==> src/bit_diff_pkg.sv <==
`default_nettype none

package bit_diff_pkg;

   // number of bits in each input word
   localparam int DATA_WIDTH = 16;

   // the difference ranges from -DATA_WIDTH when every bit is zero up to
   // +DATA_WIDTH when every bit is one, so it needs room for 2*DATA_WIDTH+1 values
   localparam int DIFF_WIDTH = $clog2(2*DATA_WIDTH + 1);

   // enough bits to index every bit position of a word
   localparam int COUNT_WIDTH = $clog2(DATA_WIDTH);

   typedef logic [DATA_WIDTH-1:0]         data_t;
   typedef logic signed [DIFF_WIDTH-1:0]  diff_t;
   typedef logic [COUNT_WIDTH-1:0]        count_t;

   // position of the final bit in the scan
   localparam count_t LAST_COUNT = count_t'(DATA_WIDTH - 1);

endpackage

`default_nettype wire

==> src/bit_diff_ctrl_pkg.sv <==
`default_nettype none

package bit_diff_ctrl_pkg;

   // START waits for the first go after reset
   // COMPUTE scans one bit per cycle
   // RESTART holds done high and waits for the next go
   typedef enum logic [1:0] {
      START,
      COMPUTE,
      RESTART
   } state_t;

endpackage

`default_nettype wire

==> src/data_shifter.sv <==
`default_nettype none

// holds the word under test and shifts it toward bit zero so that the
// accumulator only ever has to look at one fixed bit
module data_shifter (
   input  var logic                clk,
   input  var logic                rst,
   input  var bit_diff_pkg::data_t data,
   input  var logic                data_load,
   input  var logic                data_en,
   output logic                    data_lsb
);

   import bit_diff_pkg::*;

   data_t data_r;
   data_t data_next;

   // select between a fresh word and the shifted copy of the current one
   // zeros fill in from the top but are never examined
   always_comb begin
      if (data_load) begin
         data_next = data;
      end else begin
         data_next = data_r >> 1;
      end
   end

   always_ff @(posedge clk or posedge rst) begin
      if (rst) begin
         data_r <= '0;
      end else if (data_en) begin
         data_r <= data_next;
      end
   end

   // the bit that the accumulator consumes this cycle
   assign data_lsb = data_r[0];

endmodule

`default_nettype wire

==> src/bit_counter.sv <==
`default_nettype none

// counts how many bits of the word have been consumed
// the controller uses last_bit to know when the scan ends
module bit_counter (
   input  var logic clk,
   input  var logic rst,
   input  var logic count_clear,
   input  var logic count_en,
   output logic     last_bit
);

   import bit_diff_pkg::*;

   count_t count_r;
   count_t count_next;

   // a clear selects zero as the next count, otherwise the count steps up by one
   always_comb begin
      if (count_clear) begin
         count_next = '0;
      end else begin
         count_next = count_r + count_t'(1);
      end
   end

   always_ff @(posedge clk or posedge rst) begin
      if (rst) begin
         count_r <= '0;
      end else if (count_en) begin
         count_r <= count_next;
      end
   end

   // compare the registered count against a constant
   // checking count_next instead would put the incrementer in front of the
   // comparator and would also need one more count bit
   assign last_bit = (count_r == LAST_COUNT);

endmodule

`default_nettype wire

==> src/diff_accumulator.sv <==
`default_nettype none

// keeps the running count of ones minus zeros and the last finished result
module diff_accumulator (
   input  var logic           clk,
   input  var logic           rst,
   input  var logic           data_lsb,
   input  var logic           diff_clear,
   input  var logic           diff_en,
   input  var logic           result_en,
   output bit_diff_pkg::diff_t result
);

   import bit_diff_pkg::*;

   diff_t diff_r;
   diff_t result_r;

   // step is +1 for a one bit and -1 for a zero bit
   diff_t diff_step;
   diff_t diff_sum;
   diff_t diff_next;

   assign diff_step = data_lsb ? diff_t'(1) : diff_t'(-1);

   // the sum never leaves the range of diff_t because at most DATA_WIDTH
   // steps are taken from zero before the next clear
   assign diff_sum = diff_r + diff_step;

   // clear wins over the update
   always_comb begin
      if (diff_clear) begin
         diff_next = '0;
      end else begin
         diff_next = diff_sum;
      end
   end

   always_ff @(posedge clk or posedge rst) begin
      if (rst) begin
         diff_r <= '0;
      end else if (diff_en) begin
         diff_r <= diff_next;
      end
   end

   // the result register shares diff_next with the running register
   // so the contribution of the final bit lands in result on the same edge
   // and done can be raised in the very next cycle
   always_ff @(posedge clk or posedge rst) begin
      if (rst) begin
         result_r <= '0;
      end else if (result_en) begin
         result_r <= diff_next;
      end
   end

   // result is held between computations
   assign result = result_r;

endmodule

`default_nettype wire

==> src/bit_diff_ctrl.sv <==
`default_nettype none

// controller for the bit-difference datapath
// every output is decoded from the current state and the inputs
module bit_diff_ctrl (
   input  var logic clk,
   input  var logic rst,
   input  var logic go,
   input  var logic last_bit,
   output logic     done,
   output logic     data_load,
   output logic     data_en,
   output logic     count_clear,
   output logic     count_en,
   output logic     diff_clear,
   output logic     diff_en,
   output logic     result_en
);

   import bit_diff_ctrl_pkg::*;

   state_t state_r;
   state_t next_state;

   // state register
   always_ff @(posedge clk or posedge rst) begin
      if (rst) begin
         state_r <= START;
      end else begin
         state_r <= next_state;
      end
   end

   // next state and strobe decode
   always_comb begin
      // stay put and leave every strobe low unless a state says otherwise
      next_state  = state_r;
      done        = 1'b0;
      data_load   = 1'b0;
      data_en     = 1'b0;
      count_clear = 1'b0;
      count_en    = 1'b0;
      diff_clear  = 1'b0;
      diff_en     = 1'b0;
      result_en   = 1'b0;

      case (state_r)
         START : begin
            // keep the datapath primed while idle
            // the word present on the go edge is the one that gets scanned
            data_load   = 1'b1;
            data_en     = 1'b1;
            count_clear = 1'b1;
            count_en    = 1'b1;
            diff_clear  = 1'b1;
            diff_en     = 1'b1;
            if (go) begin
               next_state = COMPUTE;
            end
         end

         COMPUTE : begin
            // shift, count and accumulate one bit per cycle
            // go is deliberately not looked at here
            data_en  = 1'b1;
            count_en = 1'b1;
            diff_en  = 1'b1;
            if (last_bit) begin
               // capture the final sum including this bit
               result_en  = 1'b1;
               next_state = RESTART;
            end
         end

         RESTART : begin
            // same priming as START but with done raised
            // done drops one cycle after go is accepted, not in the same cycle,
            // so logic driving go from done cannot form a combinational loop
            done        = 1'b1;
            data_load   = 1'b1;
            data_en     = 1'b1;
            count_clear = 1'b1;
            count_en    = 1'b1;
            diff_clear  = 1'b1;
            diff_en     = 1'b1;
            if (go) begin
               next_state = COMPUTE;
            end
         end

         default : begin
            // unused encoding, head back to idle
            next_state = START;
         end
      endcase
   end

endmodule

`default_nettype wire

==> src/bit_diff_top.sv <==
`default_nettype none

// bit-difference calculator
// after a go pulse the result is the number of one bits minus the number
// of zero bits in the captured word, and done stays high until the next go
module bit_diff_top (
   input  var logic                clk,
   input  var logic                rst,
   input  var logic                go,
   input  var bit_diff_pkg::data_t data,
   output bit_diff_pkg::diff_t     result,
   output logic                    done
);

   // strobes from the controller to the datapath
   logic data_load;
   logic data_en;
   logic count_clear;
   logic count_en;
   logic diff_clear;
   logic diff_en;
   logic result_en;

   // status back from the datapath
   logic data_lsb;
   logic last_bit;

   bit_diff_ctrl bit_diff_ctrl_inst (
      .clk         (clk),
      .rst         (rst),
      .go          (go),
      .last_bit    (last_bit),
      .done        (done),
      .data_load   (data_load),
      .data_en     (data_en),
      .count_clear (count_clear),
      .count_en    (count_en),
      .diff_clear  (diff_clear),
      .diff_en     (diff_en),
      .result_en   (result_en)
   );

   // word register and shifter
   data_shifter data_shifter_inst (
      .clk       (clk),
      .rst       (rst),
      .data      (data),
      .data_load (data_load),
      .data_en   (data_en),
      .data_lsb  (data_lsb)
   );

   // bit position counter
   bit_counter bit_counter_inst (
      .clk         (clk),
      .rst         (rst),
      .count_clear (count_clear),
      .count_en    (count_en),
      .last_bit    (last_bit)
   );

   // running difference and the result register
   diff_accumulator diff_accumulator_inst (
      .clk        (clk),
      .rst        (rst),
      .data_lsb   (data_lsb),
      .diff_clear (diff_clear),
      .diff_en    (diff_en),
      .result_en  (result_en),
      .result     (result)
   );

endmodule

`default_nettype wire

==> config.mk <==
export PLATFORM = sky130hd
export DESIGN_NAME = bit_diff_top
export DESIGN_NICKNAME = d
export VERILOG_FILES = /design/src/bit_diff_pkg.sv /design/src/bit_diff_ctrl_pkg.sv /design/src/data_shifter.sv /design/src/bit_counter.sv /design/src/diff_accumulator.sv /design/src/bit_diff_ctrl.sv /design/src/bit_diff_top.sv
export SDC_FILE = /design/constraint.sdc
export NUM_CORES = 1
export LEC_CHECK = 0
export BUFFER_PORTS_ARGS = -buffer_cell sky130_fd_sc_hd__buf_2
export CAP_MARGIN = 40
export CELL_PAD_IN_SITES_DETAIL_PLACEMENT = 1
export CELL_PAD_IN_SITES_GLOBAL_PLACEMENT = 1
export CORE_MARGIN = 4
export CORE_UTILIZATION = 46
export CTS_CLUSTER_DIAMETER = 40
export CTS_CLUSTER_SIZE = 24
export DETAILED_ROUTE_END_ITERATION = 10
export PLACE_DENSITY = 0.81
export SLEW_MARGIN = 20
export SYNTH_ARGS = -nofsm -noshare
export SYNTH_HDL_FRONTEND = slang
export SYNTH_SLANG_ARGS = --single-unit
==> constraint.sdc <==
create_clock -name clk -period 5.5 [get_ports clk]
set_clock_uncertainty 0.05 [all_clocks]
set_input_delay 0 -clock clk [delete_from_list [all_inputs] [get_ports clk]]
set_output_delay 0 -clock clk [all_outputs]
set_load 0.02 [all_outputs]
# Word level (Yosys, flattened, before mapping)
# Index checks and enable logic that the tools add are counted.
# totals
register_bits,34
input_bits,19
out_inout_bits,7
wordCells,28
# op_classes
add_sub_neg,2
n_eq_ne,5
mux,12
reduce_logical,4
# ops
op,count
16-bit two-way mux,1
6-bit two-way mux,2
6-bit adder,1
1-bit two-way mux,5
4-bit by 1-bit adder with 4-bit output (second input constant),1
4-bit equality test (second input constant),1
2-bit two-way mux,2
4-bit two-way mux,1
2-bit by 1-bit inequality test with 1-bit output (second input constant),2
2-bit one-hot mux with 2 select lines,1
3-bit OR reduction,1
2-bit by 1-bit equality test with 1-bit output (second input constant),1
2-bit equality test (second input constant),1
2-bit zero test,1
2-bit AND reduction,1
2-bit OR reduction,1

# Logic depth before layout (Yosys ltp)
# logic_depth
ltp_word,4
depth_mapped,7

# By module
# Synthesis repeated with hierarchy kept, for this count alone.
# unflattened
cells_unflattened,167
hier_area_um2,1746.7
# by_module_without_submodules
mod,instances,cells_each,area_each_um2,seq_area_each_um2
data_shifter,1,70,745.7,400.4
diff_accumulator,1,62,666.9,300.3
bit_counter,1,20,200.2,100.1
bit_diff_ctrl,1,15,133.9,50.0

# Worst setup path after synthesis
# Ideal clock, no wire load.
# synth_path
kind,register to register
from,register data_shifter_inst.data_r[0]
to,"register diff_accumulator_inst.result_r[5], in the netlist diff_accumulator_inst.result[5]"
arrival_ps,1759
path_slack_ps,3599
stages_incl_launch_ff,8
path_buffers,0
path_cell_list,dfrtp_1 -> inv_1 -> ha_1 -> a211oi_2 -> nor2_1 -> and3_4 -> o31a_1 -> o31ai_2
# synth_via
elab_chain_len,3
# synth_rtl
element,line,source
start: declaration,data_shifter.sv:16,data_t data_r;
start signal: assignment,data_shifter.sv:33,data_r <= data_next;
6-bit two-way mux,diff_accumulator.sv:24,assign diff_step = data_lsb ? diff_t'(1) : diff_t'(-1);
6-bit adder,diff_accumulator.sv:28,assign diff_sum = diff_r + diff_step;
6-bit two-way mux,diff_accumulator.sv:32,if (diff_clear) begin
end signal: assignment,diff_accumulator.sv:54,result_r <= diff_next;
end: declaration,diff_accumulator.sv:17,diff_t result_r;
# No other way between the ends.
# A chain may end at the register's enable or synchronous reset.

# Worst setup path after layout
# Ends and elaborated chain as after synthesis.

==> results by group <==
Synth
  • Synth cell count leaders: dfrtp_1, nor2_1, a21oi_1
  • Synthesis Warnings: 0
  • Yosys cell types: 31
  • Sequential area share after synthesis: 50.30%
  • Post-synth EDFFs: 0
  • Cell with the most instances after synthesis: dfrtp_1
  • Synthesis-stage register bit count: 34
  • Top post-synthesis cells by area: dfrtp_1, mux2i_1, nor2_1
  • Syn Nets: 196
  • Yosys top cell area share: 50.30%
  • Avg Cell Area, Syn: 9.893 µm²
  • Largest area contributor in the synthesized netlist: dfrtp_1
  • Post-synth top flop: dfrtp_1
  • Cells after synthesis: 171
  • Post-Syn Area: 0.001692 mm²
  • Async S/R FF share, synth: 100.0%

Layout
  • ANT cells: 0
  • Finished Core Util: 61.98%
  • Share of layout cells above drive strength 1: 17.29%
  • Nets@finish: 239
  • Area growth, synth to finish: 26.11%

Die
  • Total Die Area: 0.004711 mm²
  • Die Height: 68.64 µm
  • Die width: 68.64 µm
  • Core Area: 0.003442 mm²
  • IO Pins: 26
  • Row cnt: 21
  • Initial Util: 49.15%

STA
  • Final hold viol count: 0
  • Max-slew headroom: 63.22%
  • Setup tns final: 0 ns
  • Setup violators final: 0
  • Fmax: 454.8 MHz
  • Fin crit period: 2.199 ns
  • Worst Tran Pin Value: 0.5501 ns
  • Tcrit/Tclk final: 39.98%
  • Final max-slew violation count: 0
  • RSZ-0062 raised after global routing: false

Worst setup path
  • Worst Setup End Kind: flip-flop
  • Crit path buf inv count: 1
  • Reg-to-reg setup timing slack: 3.30 ns
  • Startpoint types: flip-flop
  • FF-to-FF End: diff_accumulator_inst.result[5]$_DFFE_PP0P_
  • Crit-path max FO: 7
  • CP max stage delay: 0.44 ns
  • Worst r2r src: data_shifter_inst.data_r[0]$_DFFE_PP0N_
  • Crit path required time: 5.61 ns
  • Slowest CP cell: dfrtp_1
  • FF-to-FF path depth: 7
  • Worst Path Arrival: 2.31 ns
  • Kind of cell adding the most delay to the critical path: compound AO/OA/AOI/OAI gates
  • Levels on crit path: 7
  • Critical Path, Cell by Cell: inv_1 > ha_1 > a211oi_2 > nor2_1 > nor4_1 > o31a_1 > o31ai_2
  • CP Class: reg2reg

Route
  • Routed length per instance: 15.97 µm
  • Vias after detailed routing: 1,389
  • Vias per Instance: 5.342
  • DR pass1 iterations: 4
  • Initial DRC Count: 82
  • Routed Antenna Nets: 0
  • Final Routed Wirelength: 4.152 mm
  • DRC: 0

GRT
  • First-pass GRT wire length: 6.810 mm
  • Initial antenna violation count: 0
  • Vias in the first global route: 1,439
  • Largest net degree at the start of global routing: 35
  • Gr ovfl total: 0
  • Total track usage: 19.91%

Placed design
  • Port Buf Inserts: 25
  • Global placement routability congestion: 0.7380
  • Post-DP HPWL: 2.579 mm

Clocking
  • # Post-CTS Setup Buffers: 0
  • CTS sink count: 34
  • CTS tree: yes
  • Worst-skew pair later-pin latency: 0.29 ns
  • Root Driver: clkbuf_8
  • Clk buf depth: 2
  • TritonCTS buffer count: 5
  • Post-CTS Resized: 0
  • Reg clk slew, reported paths: 0.07 ns
  • H-tree depth: 2

Power and ir drop
  • Final Power: 1.195 mW
  • Leakage: 0.9760 nW
  • Worst vdd ir: 0.0002380 V
  • PD cells: 560.1 mW/mm²

Status
  • Status: complete, no violations

Hold path
  • Worst Hold Class: in2async

Job
  • Max-cap violations: 0
==> registers in the layout, summed over array words and instances, names as in the netlist <==
register	cells
bit_counter_inst.count_r	4
data_shifter_inst.data_r	16
bit_diff_ctrl_inst.state_r	2
diff_accumulator_inst.result	6
diff_accumulator_inst.diff_r	6
==> worst max path at each step <==
stage,start,to,slack (ns)
final,data_shifter_inst.data_r[0]$_DFFE_PP0N_,diff_accumulator_inst.result[5]$_DFFE_PP0P_,3.30
after global routing,data_shifter_inst.data_r[0]$_DFFE_PP0N_,diff_accumulator_inst.result[5]$_DFFE_PP0P_,3.16
after CTS,data_shifter_inst.data_r[0]$_DFFE_PP0N_,diff_accumulator_inst.result[5]$_DFFE_PP0P_,3.33
after detailed placement,data_shifter_inst.data_r[0]$_DFFE_PP0N_,diff_accumulator_inst.result[5]$_DFFE_PP0P_,3.36
after global placement,bit_diff_ctrl_inst.state_r[0]$_DFFE_PP0P_,diff_accumulator_inst.result[2]$_DFFE_PP0P_,3.34
after floorplan,data_shifter_inst.data_r[0]$_DFFE_PP0N_,diff_accumulator_inst.result[5]$_DFFE_PP0P_,3.60
==> worst reg2reg max path, stage by stage (launching register included) <==
cell and delay, ns:
dfrtp_1 0.44, inv_1 0.17, ha_1 0.35, a211oi_2 0.22
nor2_1 0.08, nor4_1 0.42, o31a_1 0.25, o31ai_2 0.07
==> cells in the final DEF (no fill, tap or decap), types with 2 or more instances in the layout <==
cell type / count
a21oi_1: 18
nor3b_1: 2
buf_2: 25
inv_1: 10
ha_1: 5
nand3_1: 2
nor4_1: 3
o21ai_0: 8
clkbuf_8: 5
dlygate4sd3_1: 18
xor2_1: 5
buf_4: 2
nand2_1: 11
mux2i_1: 17
clkbuf_1: 2
dfrtp_1: 34
nor2b_1: 3
nor2_1: 26
o31ai_1: 3
==> timing repair <==
action,in CTS,in global routing
hold buffers,18,0
setup endpoints to repair,0,0
endpoints found under the hold margin,52,0
==> stage by stage <==
stage / instance area, µm² / hold WS [ns] / setup slack, ns / instances
after floorplan: 1692 / 0.05739 / 3.599 / 171
after global placement: 1849 / 0.05687 / 3.338 / 234
after detailed placement: 1877 / 0.08404 / 3.364 / 235
after CTS: 2133 / 0.3282 / 3.328 / 260
after global routing: 2133 / 0.3634 / 3.160 / 260
final: 2133 / 0.2965 / 3.301 / 260
==> cell families after synthesis <==
| kind of cell | Yosys count | share of synthesized area (%) |
|---|---|---|
| DFF | 34 | 50.30 |
| adders and majority gates | 6 | 4.882 |
| buffers and inverters | 20 | 4.586 |
| xor gates and xnor gates | 6 | 3.106 |
| muxes | 17 | 10.06 |
| and+or+nand+nor | 50 | 13.31 |
| AOI/OAI and AO/OA | 38 | 13.76 |
==> cell type report <==
class	count	area, µm²
clock buffer	7	76.32
fill	398	1309
inverter	10	37.54
multi-input combinational	117	763.2
sequential	34	850.8
tap	46	57.56
timing repair buffer	46	347.8
==> power breakdown <==
part | switching, mW | total (mW) | leakage (nW) | internal [mW]
sequential | 0.0835 | 0.447 | 0.412 | 0.364
clock | 0.0920 | 0.179 | 0.0383 | 0.0872
combinational | 0.315 | 0.568 | 0.526 | 0.253
==> routing by layer <==
metal | part of all wire (%) | global-route usage [%] | routed length (µm) | up-vias
met2 | 55 | 36.71 | 2275 | 29
met4 | 0.89 | 6.700 | 37 | 0
met5 | 0 | 0 | 0 | -
met3 | 4.4 | 3.566 | 181 | 5
li1 | - | - | - | 670
met1 | 40 | 22.88 | 1658 | 685
(Power assumes the default switching activity.)
